--- src/rtl/cpu_defs.svh ---
`ifndef CPU_DEFS_SVH
`define CPU_DEFS_SVH

// data path and address width.
`define CPU_XLEN 32

// architectural register count, r0 included.
`define CPU_NREGS 32

// first instruction fetched after reset.
`define CPU_RESET_PC 32'h1c00_0000

`endif

--- src/rtl/isa_pkg.sv ---
`include "cpu_defs.svh"

package isa_pkg;

    // the supported LA32R subset.
    typedef enum logic [4:0] {
        op_add_w,
        op_sub_w,
        op_slt,
        op_sltu,
        op_nor,
        op_and,
        op_or,
        op_xor,
        op_slli_w,
        op_srli_w,
        op_srai_w,
        op_addi_w,
        op_ld_w,
        op_st_w,
        op_jirl,
        op_b,
        op_bl,
        op_beq,
        op_bne,
        op_lu12i_w,
        op_invalid
    } inst_op_e;

    typedef enum logic [3:0] {
        alu_add,
        alu_sub,
        alu_slt,
        alu_sltu,
        alu_and,
        alu_nor,
        alu_or,
        alu_xor,
        alu_sll,
        alu_srl,
        alu_sra,
        alu_lui
    } alu_op_e;

    typedef struct packed {
        inst_op_e                        op;
        alu_op_e                         alu_op;
        logic [$clog2(`CPU_NREGS)-1:0]   rj;
        logic [$clog2(`CPU_NREGS)-1:0]   rk_or_rd;
        logic [$clog2(`CPU_NREGS)-1:0]   dest;
        logic [`CPU_XLEN-1:0]            imm;
        logic [`CPU_XLEN-1:0]            br_offs;
        logic                            src1_is_pc;
        logic                            src2_is_imm;
        logic                            writes_rf;
    } decoded_inst_t;

endpackage

--- src/rtl/core_pkg.sv ---
`include "cpu_defs.svh"

package core_pkg;

    // one instruction walks through these, skipping what it does not need.
    typedef enum logic [2:0] {
        st_if,
        st_id,
        st_exe,
        st_mem,
        st_wb
    } core_state_e;

    typedef struct packed {
        logic                            valid;
        logic [`CPU_XLEN-1:0]            pc;
        logic [$clog2(`CPU_NREGS)-1:0]   wnum;
        logic [`CPU_XLEN-1:0]            wdata;
    } wb_trace_t;

endpackage

--- src/rtl/inst_decoder.sv ---
`timescale 1ns/100ps
`include "cpu_defs.svh"

module inst_decoder (
    input  logic [`CPU_XLEN-1:0]    inst,
    output isa_pkg::decoded_inst_t  dec
);

    isa_pkg::inst_op_e              op;
    logic [5:0]                     op_31_26;
    logic [3:0]                     op_25_22;
    logic [1:0]                     op_21_20;
    logic [4:0]                     op_19_15;
    logic [$clog2(`CPU_NREGS)-1:0]  rd;
    logic [$clog2(`CPU_NREGS)-1:0]  rj;
    logic [$clog2(`CPU_NREGS)-1:0]  rk;
    logic [`CPU_XLEN-1:0]           si12;
    logic [`CPU_XLEN-1:0]           si16;
    logic [`CPU_XLEN-1:0]           si20;
    logic [`CPU_XLEN-1:0]           si26;
    logic [`CPU_XLEN-1:0]           ui5;

    assign op_31_26 = inst[31:26];
    assign op_25_22 = inst[25:22];
    assign op_21_20 = inst[21:20];
    assign op_19_15 = inst[19:15];

    assign rd = inst[4:0];
    assign rj = inst[9:5];
    assign rk = inst[14:10];

    // branch offsets are word offsets, so they come out already shifted.
    assign si12 = {{20{inst[21]}}, inst[21:10]};
    assign si16 = {{14{inst[25]}}, inst[25:10], 2'b00};
    assign si20 = {inst[24:5], 12'b0};
    assign si26 = {{4{inst[9]}}, inst[9:0], inst[25:10], 2'b00};
    assign ui5  = {27'b0, inst[14:10]};

    always_comb begin
        op = isa_pkg::op_invalid;
        if (op_31_26 == 6'h00 && op_25_22 == 4'h0 && op_21_20 == 2'h1) begin
            case (op_19_15)
                5'h00: op = isa_pkg::op_add_w;
                5'h02: op = isa_pkg::op_sub_w;
                5'h04: op = isa_pkg::op_slt;
                5'h05: op = isa_pkg::op_sltu;
                5'h08: op = isa_pkg::op_nor;
                5'h09: op = isa_pkg::op_and;
                5'h0a: op = isa_pkg::op_or;
                5'h0b: op = isa_pkg::op_xor;
                default: op = isa_pkg::op_invalid;
            endcase
        end else if (op_31_26 == 6'h00 && op_25_22 == 4'h1 && op_21_20 == 2'h0) begin
            case (op_19_15)
                5'h01: op = isa_pkg::op_slli_w;
                5'h09: op = isa_pkg::op_srli_w;
                5'h11: op = isa_pkg::op_srai_w;
                default: op = isa_pkg::op_invalid;
            endcase
        end else if (op_31_26 == 6'h00 && op_25_22 == 4'ha) begin
            op = isa_pkg::op_addi_w;
        end else if (op_31_26 == 6'h0a && op_25_22 == 4'h2) begin
            op = isa_pkg::op_ld_w;
        end else if (op_31_26 == 6'h0a && op_25_22 == 4'h6) begin
            op = isa_pkg::op_st_w;
        end else if (op_31_26 == 6'h05 && !inst[25]) begin
            op = isa_pkg::op_lu12i_w;
        end else begin
            case (op_31_26)
                6'h13: op = isa_pkg::op_jirl;
                6'h14: op = isa_pkg::op_b;
                6'h15: op = isa_pkg::op_bl;
                6'h16: op = isa_pkg::op_beq;
                6'h17: op = isa_pkg::op_bne;
                default: op = isa_pkg::op_invalid;
            endcase
        end
    end

    always_comb begin
        dec = '0;
        dec.op = op;
        dec.alu_op = isa_pkg::alu_add;
        dec.rj = rj;
        dec.br_offs = si16;
        // stores and compares read rd as the second source.
        if (op == isa_pkg::op_st_w || op == isa_pkg::op_beq || op == isa_pkg::op_bne) begin
            dec.rk_or_rd = rd;
        end else begin
            dec.rk_or_rd = rk;
        end
        dec.dest = (op == isa_pkg::op_bl) ? 5'd1 : rd;
        case (op)
            isa_pkg::op_add_w: dec.writes_rf = 1'b1;
            isa_pkg::op_sub_w: begin
                dec.alu_op = isa_pkg::alu_sub;
                dec.writes_rf = 1'b1;
            end
            isa_pkg::op_slt: begin
                dec.alu_op = isa_pkg::alu_slt;
                dec.writes_rf = 1'b1;
            end
            isa_pkg::op_sltu: begin
                dec.alu_op = isa_pkg::alu_sltu;
                dec.writes_rf = 1'b1;
            end
            isa_pkg::op_nor: begin
                dec.alu_op = isa_pkg::alu_nor;
                dec.writes_rf = 1'b1;
            end
            isa_pkg::op_and: begin
                dec.alu_op = isa_pkg::alu_and;
                dec.writes_rf = 1'b1;
            end
            isa_pkg::op_or: begin
                dec.alu_op = isa_pkg::alu_or;
                dec.writes_rf = 1'b1;
            end
            isa_pkg::op_xor: begin
                dec.alu_op = isa_pkg::alu_xor;
                dec.writes_rf = 1'b1;
            end
            isa_pkg::op_slli_w, isa_pkg::op_srli_w, isa_pkg::op_srai_w: begin
                if (op == isa_pkg::op_slli_w) begin
                    dec.alu_op = isa_pkg::alu_sll;
                end else if (op == isa_pkg::op_srli_w) begin
                    dec.alu_op = isa_pkg::alu_srl;
                end else begin
                    dec.alu_op = isa_pkg::alu_sra;
                end
                dec.imm = ui5;
                dec.src2_is_imm = 1'b1;
                dec.writes_rf = 1'b1;
            end
            isa_pkg::op_addi_w, isa_pkg::op_ld_w, isa_pkg::op_st_w: begin
                dec.imm = si12;
                dec.src2_is_imm = 1'b1;
                dec.writes_rf = (op != isa_pkg::op_st_w);
            end
            isa_pkg::op_jirl, isa_pkg::op_bl: begin
                // link value is pc + 4.
                dec.imm = 32'd4;
                dec.src1_is_pc = 1'b1;
                dec.src2_is_imm = 1'b1;
                dec.writes_rf = 1'b1;
                dec.br_offs = (op == isa_pkg::op_bl) ? si26 : si16;
            end
            isa_pkg::op_b: dec.br_offs = si26;
            isa_pkg::op_lu12i_w: begin
                dec.alu_op = isa_pkg::alu_lui;
                dec.imm = si20;
                dec.src2_is_imm = 1'b1;
                dec.writes_rf = 1'b1;
            end
            default: dec.writes_rf = 1'b0;
        endcase
    end

endmodule

--- src/rtl/regfile.sv ---
`timescale 1ns/100ps
`include "cpu_defs.svh"

module regfile (
    input  logic                             clk,
    input  logic [$clog2(`CPU_NREGS)-1:0]    raddr1,
    input  logic [$clog2(`CPU_NREGS)-1:0]    raddr2,
    input  logic [$clog2(`CPU_NREGS)-1:0]    waddr,
    input  logic                             we,
    input  logic [`CPU_XLEN-1:0]             wdata,
    output logic [`CPU_XLEN-1:0]             rdata1,
    output logic [`CPU_XLEN-1:0]             rdata2
);

    logic [`CPU_XLEN-1:0] regs [`CPU_NREGS];

    // r0 is never written.
    always_ff @(posedge clk) begin
        if (we && waddr != '0) begin
            regs[waddr] <= wdata;
        end
    end

    assign rdata1 = (raddr1 == '0) ? '0 : regs[raddr1];
    assign rdata2 = (raddr2 == '0) ? '0 : regs[raddr2];

endmodule

--- src/rtl/alu.sv ---
`timescale 1ns/100ps
`include "cpu_defs.svh"

module alu (
    input  isa_pkg::alu_op_e        alu_op,
    input  logic [`CPU_XLEN-1:0]    src1,
    input  logic [`CPU_XLEN-1:0]    src2,
    output logic [`CPU_XLEN-1:0]    result
);

    logic [$clog2(`CPU_XLEN)-1:0] shamt;
    logic                         lt_signed;
    logic                         lt_unsigned;

    assign shamt = src2[$clog2(`CPU_XLEN)-1:0];
    assign lt_signed = $signed(src1) < $signed(src2);
    assign lt_unsigned = src1 < src2;

    always_comb begin
        case (alu_op)
            isa_pkg::alu_add: result = src1 + src2;
            isa_pkg::alu_sub: result = src1 - src2;
            isa_pkg::alu_slt: result = {{(`CPU_XLEN-1){1'b0}}, lt_signed};
            isa_pkg::alu_sltu: result = {{(`CPU_XLEN-1){1'b0}}, lt_unsigned};
            isa_pkg::alu_and: result = src1 & src2;
            isa_pkg::alu_nor: result = ~(src1 | src2);
            isa_pkg::alu_or: result = src1 | src2;
            isa_pkg::alu_xor: result = src1 ^ src2;
            isa_pkg::alu_sll: result = src1 << shamt;
            isa_pkg::alu_srl: result = src1 >> shamt;
            isa_pkg::alu_sra: result = $signed(src1) >>> shamt;
            // lu12i.w takes the shifted immediate straight through.
            isa_pkg::alu_lui: result = src2;
            default: result = '0;
        endcase
    end

endmodule

--- src/rtl/multicycle_core.sv ---
`timescale 1ns/100ps
`include "cpu_defs.svh"

module multicycle_core (
    input  logic                    clk,
    input  logic                    reset,
    output logic [`CPU_XLEN-1:0]    inst_addr,
    input  logic [`CPU_XLEN-1:0]    inst_rdata,
    output logic                    data_we,
    output logic [`CPU_XLEN-1:0]    data_addr,
    output logic [`CPU_XLEN-1:0]    data_wdata,
    input  logic [`CPU_XLEN-1:0]    data_rdata,
    output core_pkg::wb_trace_t     wb_trace
);

    core_pkg::core_state_e  state;
    core_pkg::core_state_e  state_next;
    isa_pkg::decoded_inst_t dec;

    logic [`CPU_XLEN-1:0] pc;
    logic [`CPU_XLEN-1:0] ir;
    logic [`CPU_XLEN-1:0] rj_value;
    logic [`CPU_XLEN-1:0] rkd_value;
    logic [`CPU_XLEN-1:0] alu_src1;
    logic [`CPU_XLEN-1:0] alu_src2;
    logic [`CPU_XLEN-1:0] alu_result;
    logic [`CPU_XLEN-1:0] seq_pc;
    logic [`CPU_XLEN-1:0] br_target;
    logic [`CPU_XLEN-1:0] next_pc;
    logic [`CPU_XLEN-1:0] wb_value;
    logic                 br_taken;
    logic                 id_only;
    logic                 is_mem;
    logic                 rf_we;

    inst_decoder u_inst_decoder (
        .inst (ir),
        .dec  (dec)
    );

    regfile u_regfile (
        .clk    (clk),
        .raddr1 (dec.rj),
        .raddr2 (dec.rk_or_rd),
        .waddr  (dec.dest),
        .we     (rf_we),
        .wdata  (wb_value),
        .rdata1 (rj_value),
        .rdata2 (rkd_value)
    );

    assign alu_src1 = dec.src1_is_pc ? pc : rj_value;
    assign alu_src2 = dec.src2_is_imm ? dec.imm : rkd_value;

    alu u_alu (
        .alu_op (dec.alu_op),
        .src1   (alu_src1),
        .src2   (alu_src2),
        .result (alu_result)
    );

    // b, beq, bne and unknown encodings finish in decode.
    assign id_only = dec.op == isa_pkg::op_b || dec.op == isa_pkg::op_beq ||
                     dec.op == isa_pkg::op_bne || dec.op == isa_pkg::op_invalid;
    assign is_mem = dec.op == isa_pkg::op_ld_w || dec.op == isa_pkg::op_st_w;

    always_comb begin
        state_next = state;
        case (state)
            core_pkg::st_if: state_next = core_pkg::st_id;
            core_pkg::st_id: begin
                state_next = id_only ? core_pkg::st_if : core_pkg::st_exe;
            end
            core_pkg::st_exe: begin
                state_next = is_mem ? core_pkg::st_mem : core_pkg::st_wb;
            end
            core_pkg::st_mem: begin
                if (dec.op == isa_pkg::op_ld_w) begin
                    state_next = core_pkg::st_wb;
                end else begin
                    state_next = core_pkg::st_if;
                end
            end
            core_pkg::st_wb: state_next = core_pkg::st_if;
            default: state_next = core_pkg::st_if;
        endcase
    end

    always_ff @(posedge clk) begin
        if (reset) begin
            state <= core_pkg::st_if;
        end else begin
            state <= state_next;
        end
    end

    always_ff @(posedge clk) begin
        if (state == core_pkg::st_if) begin
            ir <= inst_rdata;
        end
    end

    // register values stay put until writeback, so the target is stable in every state.
    assign seq_pc = pc + 32'd4;
    assign br_taken = (dec.op == isa_pkg::op_beq && rj_value == rkd_value) ||
                      (dec.op == isa_pkg::op_bne && rj_value != rkd_value) ||
                      dec.op == isa_pkg::op_b || dec.op == isa_pkg::op_bl ||
                      dec.op == isa_pkg::op_jirl;
    assign br_target = (dec.op == isa_pkg::op_jirl) ? rj_value + dec.br_offs :
                                                      pc + dec.br_offs;
    assign next_pc = br_taken ? br_target : seq_pc;

    // pc moves on in the last state of each instruction.
    always_ff @(posedge clk) begin
        if (reset) begin
            pc <= `CPU_RESET_PC;
        end else if (state != core_pkg::st_if && state_next == core_pkg::st_if) begin
            pc <= next_pc;
        end
    end

    assign inst_addr = pc;

    assign data_we = state == core_pkg::st_mem && dec.op == isa_pkg::op_st_w;
    assign data_addr = alu_result;
    assign data_wdata = rkd_value;

    assign wb_value = (dec.op == isa_pkg::op_ld_w) ? data_rdata : alu_result;
    assign rf_we = state == core_pkg::st_wb && dec.writes_rf;

    always_comb begin
        wb_trace.valid = rf_we && dec.dest != '0;
        wb_trace.pc = pc;
        wb_trace.wnum = dec.dest;
        wb_trace.wdata = wb_value;
    end

endmodule

--- config.mk ---
export PLATFORM = sky130hd
export DESIGN_NAME = multicycle_core
export DESIGN_NICKNAME = d
export VERILOG_FILES = /design/src/rtl/isa_pkg.sv /design/src/rtl/core_pkg.sv /design/src/rtl/inst_decoder.sv /design/src/rtl/regfile.sv /design/src/rtl/alu.sv /design/src/rtl/multicycle_core.sv
export VERILOG_INCLUDE_DIRS = /design/src /design/src/rtl
export SDC_FILE = /design/constraint.sdc
export NUM_CORES = 2
export LEC_CHECK = 0
export BUFFER_PORTS_ARGS = -buffer_cell sky130_fd_sc_hd__buf_2
export CAP_MARGIN = 20
export CELL_PAD_IN_SITES_DETAIL_PLACEMENT = 1
export CELL_PAD_IN_SITES_GLOBAL_PLACEMENT = 1
export CORE_MARGIN = 10
export CORE_UTILIZATION = 35
export DETAILED_ROUTE_END_ITERATION = 10
export PLACE_DENSITY_LB_ADDON = 0.1
export SYNTH_ARGS = -nofsm -noshare
export SYNTH_HDL_FRONTEND = slang
export SYNTH_SLANG_ARGS = --single-unit
--- constraint.sdc ---
create_clock -name clk -period 23.4 [get_ports clk]
set_input_delay 2.34 -clock clk [delete_from_list [all_inputs] [get_ports clk]]
set_output_delay 2.34 -clock clk [all_outputs]
set_load 0.005 [all_outputs]
; After elaboration in Yosys (flattened, before gate mapping)
; Memories as Yosys holds them, arrays and structs flattened. A register that Yosys moved wholly into a read port is not among the register bits.
; Index checks and enable logic that the tools add are counted.
[word_totals]
reg_bits = 67
ramBits = 1024
rom_bits = 64
inputBits = 66
out_inout_bits = 167
elab_cells = 149
n_memories = 2
[memory_table]
columns = memory, words, word_bits, read_ports, rd_ports_with_merged_regs, write_ports, line_no
row1 = u_regfile.regs, 32, 32, 2, 1, 1, regfile.sv:15  ; logic [`CPU_XLEN-1:0] regs [`CPU_NREGS];
row2 = (no name shown), 16, 4, 1, 1, 0, inst_decoder.sv:42  ; case (op_19_15)
[op_classes]
addsub = 5
magnitude_cmp = 2
n_eq_ne = 53
n_shift = 3
n_mux = 36
bitwise = 4
n_reduce_logical = 41
[ops]
columns = op, n
row1 = one-hot mux 32 bit (12 select lines), 1
row2 = 2-to-1 mux 32 bit, 8
row3 = one-hot mux 32 bit (4 select lines), 1
row4 = adder 32 bit, 3
row5 = less-than comparator 32 bit, 2
row6 = one-hot mux 32 bit (2 select lines), 1
row7 = 2-to-1 mux 5 bit, 10
row8 = "equality test 5 x 4 -> 1 bit, second input constant", 9
row9 = one-hot mux 4 bit (9 select lines), 1
row10 = "adder 32 x 3 -> 32 bit, second input constant", 1
row11 = AND 32 bit, 1
row12 = equality test 32 bit, 1
row13 = != test 32 bit, 1
row14 = inverter 32 bit, 1
row15 = bitwise OR 32 bit, 1
row16 = left shift 32 x 5 -> 32 bit, 1
row17 = right shift 32 x 5 -> 32 bit, 1
row18 = >>> shifter 32 x 5 -> 32 bit, 1
row19 = subtractor 32 bit, 1
row20 = bitwise XOR 32 bit, 1
row21 = "equality test 5 bit, second input constant", 6
row22 = "equality test 6 x 5 -> 1 bit, second input constant", 5
row23 = one-hot mux 5 bit (5 select lines), 1
row24 = "equality test 4 x 3 -> 1 bit, second input constant", 5
row25 = other kinds (34), 80

; Depth between registers and ports, before layout
[depth]
ltp_word = 21
depth_mapped = 43
depth_no_buf = 34

; Hierarchy
; From an unflattened synthesis, not the netlist that was laid out.
[hier_totals]
cells_unflattened = 4964
area_unflattened_um2 = 64959.8
[modules_own_cells]
columns = module, n_inst, cells_per_inst, area_per_inst_um2, seq_area_each_um2
row1 = regfile, 1, 2564, 47929.7, 30749.5
row2 = alu, 1, 1410, 8931.1, 0.0
row3 = multicycle_core, 1, 778, 6821.5, 1661.6
row4 = inst_decoder, 1, 212, 1277.5, 0.0

; Least setup slack after synthesis
; OpenSTA, ideal clock, no wires.
[synth_path]
kind = reg-to-output
startpoint = register ir[25]
endpoint = output port wb_trace[30] (netlist name)
t_arrival_ps = 8619
required_time_ps = 21060
path_slack_ps = 12441
path_stages_with_launch = 39
n_path_buf = 5
cell_sequence = edfxtp_1 nor3_4 nand4_4 o21bai_1 a22oi_2 o21ai_2 a21oi_4 a21o_4 buf_6 buf_4 mux2i_1 mux2i_1 mux2_2 a32oi_1 a21o_1 and2_1 buf_2 buf_2 (+3 left out) a21oi_1 o21bai_1 a21o_1 a21oi_1 o21ai_0 a2111oi_0 nor3_1 a31o_2 a21oi_1 o21ai_0 a21oi_1 o31ai_1 a21oi_1 nor2_1 o31a_1 mux2i_1 nand2_1 a31oi_1
[synth_lines]
columns = item, line_no
row1 = start: declaration, multicycle_core.sv:21  ; logic [`CPU_XLEN-1:0] ir;
row2 = start signal: assignment, multicycle_core.sv:99  ; ir <= inst_rdata;
row3 = end: declaration, multicycle_core.sv:13  ; output core_pkg::wb_trace_t wb_trace

==> impl_metrics.json <==
{
  "finalNetCount": 5946,
  "ys.flop_type": "edfxtp_1",
  "cts_tree": "built",
  "pin_count": 233,
  "post_synth.cell_area_avg_sq_um": 11.9,
  "cpPeakStageDelay_ps": 740,
  "dr.pass1.iters": 6,
  "rows": 158,
  "critPathLaunchType": "flop",
  "run_status": "finished clean",
  "r2r_setup_slack_ps": 10830,
  "r2r_end": "u_regfile.regs[21][26]",
  "synth_cell_types": 103,
  "synth_edf_count": 1056,
  "hp-start": "inst_addr[0]",
  "die_y_microns": 451,
  "critPathRequiredTime_ps": 21060,
  "yosys-top-cells-count": "edfxtp_1, nand2_1, mux2i_1, mux4_2, nor2_1",
  "drive_gt1_share_pct": 20.7,
  "finalCriticalPeriod_ps": 15600,
  "port_buffers": 232,
  "holdPathStages": 2,
  "slew-limit-headroom_pct": 14.6,
  "clkTransAtPathRegs_ps": 60,
  "hpwl_mm": 226,
  "peakVddDrop_v": 0.0000968,
  "finalWirelength_mm": 335,
  "cts.sinks": 1100,
  "grt_pass1_wl_mm": 457,
  "fin_setup_tns_ps": 0,
  "dieArea_sq_mm": 0.204,
  "h-tree-depth": 4,
  "cap_violations": 0,
  "arrival_ps": 13260,
  "drt_iter0_drc": 6229,
  "area_delta_synth_final_pct": 14.5,
  "setup_viol": 0,
  "max_freq_ghz": 0.0641,
  "vias": 53857,
  "yosysTopAreaCell": "edfxtp_1",
  "grt_max_degree": 107,
  "report.final.slew_viol_count": 0,
  "ys_ff_latch": 1100,
  "synthArstFlopShare_pct": 0,
  "cts_resized": 0,
  "synth.top_cell.area_share_pct": 48.7,
  "dieWidth_microns": 451,
  "vias_per_cell": 6.46,
  "grt_antenna_before_repair": 24,
  "p_per_area_mw_per_mm2": 114,
  "p_leak_nw": 26.5,
  "fin_util_pct": 40.2,
  "gp_congestion": 0.933,
  "ant_nets": 0,
  "cp_common_cell": "buf_4",
  "synth_warnings": 0,
  "hold_path.class": "flop to flop",
  "clk_latency_ps": 810,
  "grt_pass1_vias": 54134,
  "r2r_cells": 36,
  "critPathKind": "flop to output pin",
  "r2r-start": "ir[31]",
  "rsz0062_at_grt": "false",
  "hold_path_end": "inst_addr[0]",
  "grt-ovfl-total": 0,
  "cts_max_path_buffers": 3,
  "numCtsBuffers": 133,
  "core_area_sq_mm": 0.185,
  "drc": 0,
  "wl_per_cell_microns": 40.2,
  "worst-path-max-fanout": 51,
  "finalCritPeriodShare_pct": 66.7,
  "yosysSeqAreaShare_pct": 50.1,
  "synth_top_cells_by_area": "edfxtp_1, mux4_2, mux2i_1",
  "worst_pin_slew_ps": 1270,
  "start_util_pct": 35.1,
  "crit_path_top_delay_cell": "a22o_1",
  "syn_area_sq_mm": 0.0651,
  "track_usage_pct": 31.8,
  "root_buffer": "clkbuf_16",
  "finClkSkew_ps": 70.4,
  "worst_setup_path_end_kind": "output pin",
  "cts_setup_buffers": 0,
  "synth.most_common_cell": "edfxtp_1",
  "synthCells": 5492,
  "holdBufCountCts": 0,
  "hold_violations": 0
}
==> kinds of logic (layout without fill, tap and decap cells) <==
logic type	count (synthesis)	in the layout	synth area share [%]
buf+inv	594	915	4.25
other cells	1	40	0.00576
xor+xnor	43	43	0.579
flops	1100	1100	50.1
fa+ha+maj	139	139	2.71
compound gates	1312	1312	13.8
mux	764	764	18.0
simple gates	1539	1539	10.5
==> worst max-delay path by stage <==
stage | start | endpoint | slack (ps)
CTS | ir[24] | wb_trace[26] | 8030
floorplan | ir[25] | wb_trace[30] | 12440
detailed placement | ir[24] | wb_trace[26] | 8910
finish | ir[31] | wb_trace[26] | 7800
global route | ir[24] | wb_trace[28] | 7270
global placement | ir[24] | wb_trace[26] | 8860
==> flip-flops by register name (all words and copies together), names as in the netlist, named ones only <==
signal and cells:
inst_addr 32, ir 32, state 3, u_regfile.regs 1024
==> cell usage in the layout (no fill, tap or decap), types with 33 or more instances in the layout <==
master     instances
edfxtp_1        1056
nand2_1          731
mux2i_1          392
mux4_2           320
a21oi_1          287
nor2_1           269
buf_4            262
buf_2            232
a211oi_1         208
nand3_1          187
o21ai_0          179
inv_1            165
ha_1             136
clkbuf_16        136
o22ai_1           71
a31oi_1           65
nor3_1            65
a32oi_1           58
mux2_2            49
nand4_1           45
dfxtp_1           39
nor2_4            36
o211ai_1          36
and3_1            33
o31ai_1           33
xnor2_1           33
==> worst max-delay path, delay by kind of cell, from the launching register on <==
kind	cells	cell delay (ps)
AOI/OAI and AO/OA	17	5340
buffers and inverters	8	2940
and+or+nand+nor	10	2720
muxes	1	470
DFF	1	410
adders and majority gates	1	410
==> power by group <==
part	switching, W	total (W)	internal [W]
clock	0.000893	0.00212	0.00123
combinational	0.00255	0.00353	0.000976
sequential	0.0000609	0.00283	0.00277
total	0.00351	0.00848	0.00497
==> area by class of cell <==
cell class | instances | area (sq um)
clock inverter | 76 | 880
sequential | 1100 | 32600
multi-input combinational | 3829 | 30400
fill | 19678 | 111000
antenna | 8 | 20.0
timing repair buffer | 508 | 3380
inverter | 169 | 634
tap | 2480 | 3100
clock buffer | 162 | 3500
==> stage by stage <==
| stage | cell area (sq um) | power (W) | instances | hold WS [ps] | setup WS, ps |
|---|---|---|---|---|---|
| 3_3_place_gp | 70000 | 0.00633 | 8077 | 557 | 8860 |
| 5_1_grt | 74500 | 0.00876 | 8324 | 646 | 7270 |
| 3_5_place_dp | 70100 | 0.00635 | 8085 | 561 | 8910 |
| 6_report | 74500 | 0.00848 | 8332 | 565 | 7800 |
| 4_1_cts | 74500 | 0.00847 | 8323 | 572 | 8030 |
| 2_1_floorplan | 65200 | 0.00461 | 5523 | 481 | 12440 |
==> routing by layer <==
metal | wire length [microns] | GRT usage, % | part of all wire (%) | up-vias
li1 | - | - | - | 21993
met1 | 130000 | 39.4 | 39 | 28366
met2 | 156000 | 51.4 | 47 | 2704
met3 | 24800 | 5.80 | 7.4 | 782
met4 | 24100 | 19.4 | 7.2 | 12
met5 | 91 | 0 | 0.027 | -
(Power assumes the default switching activity.)
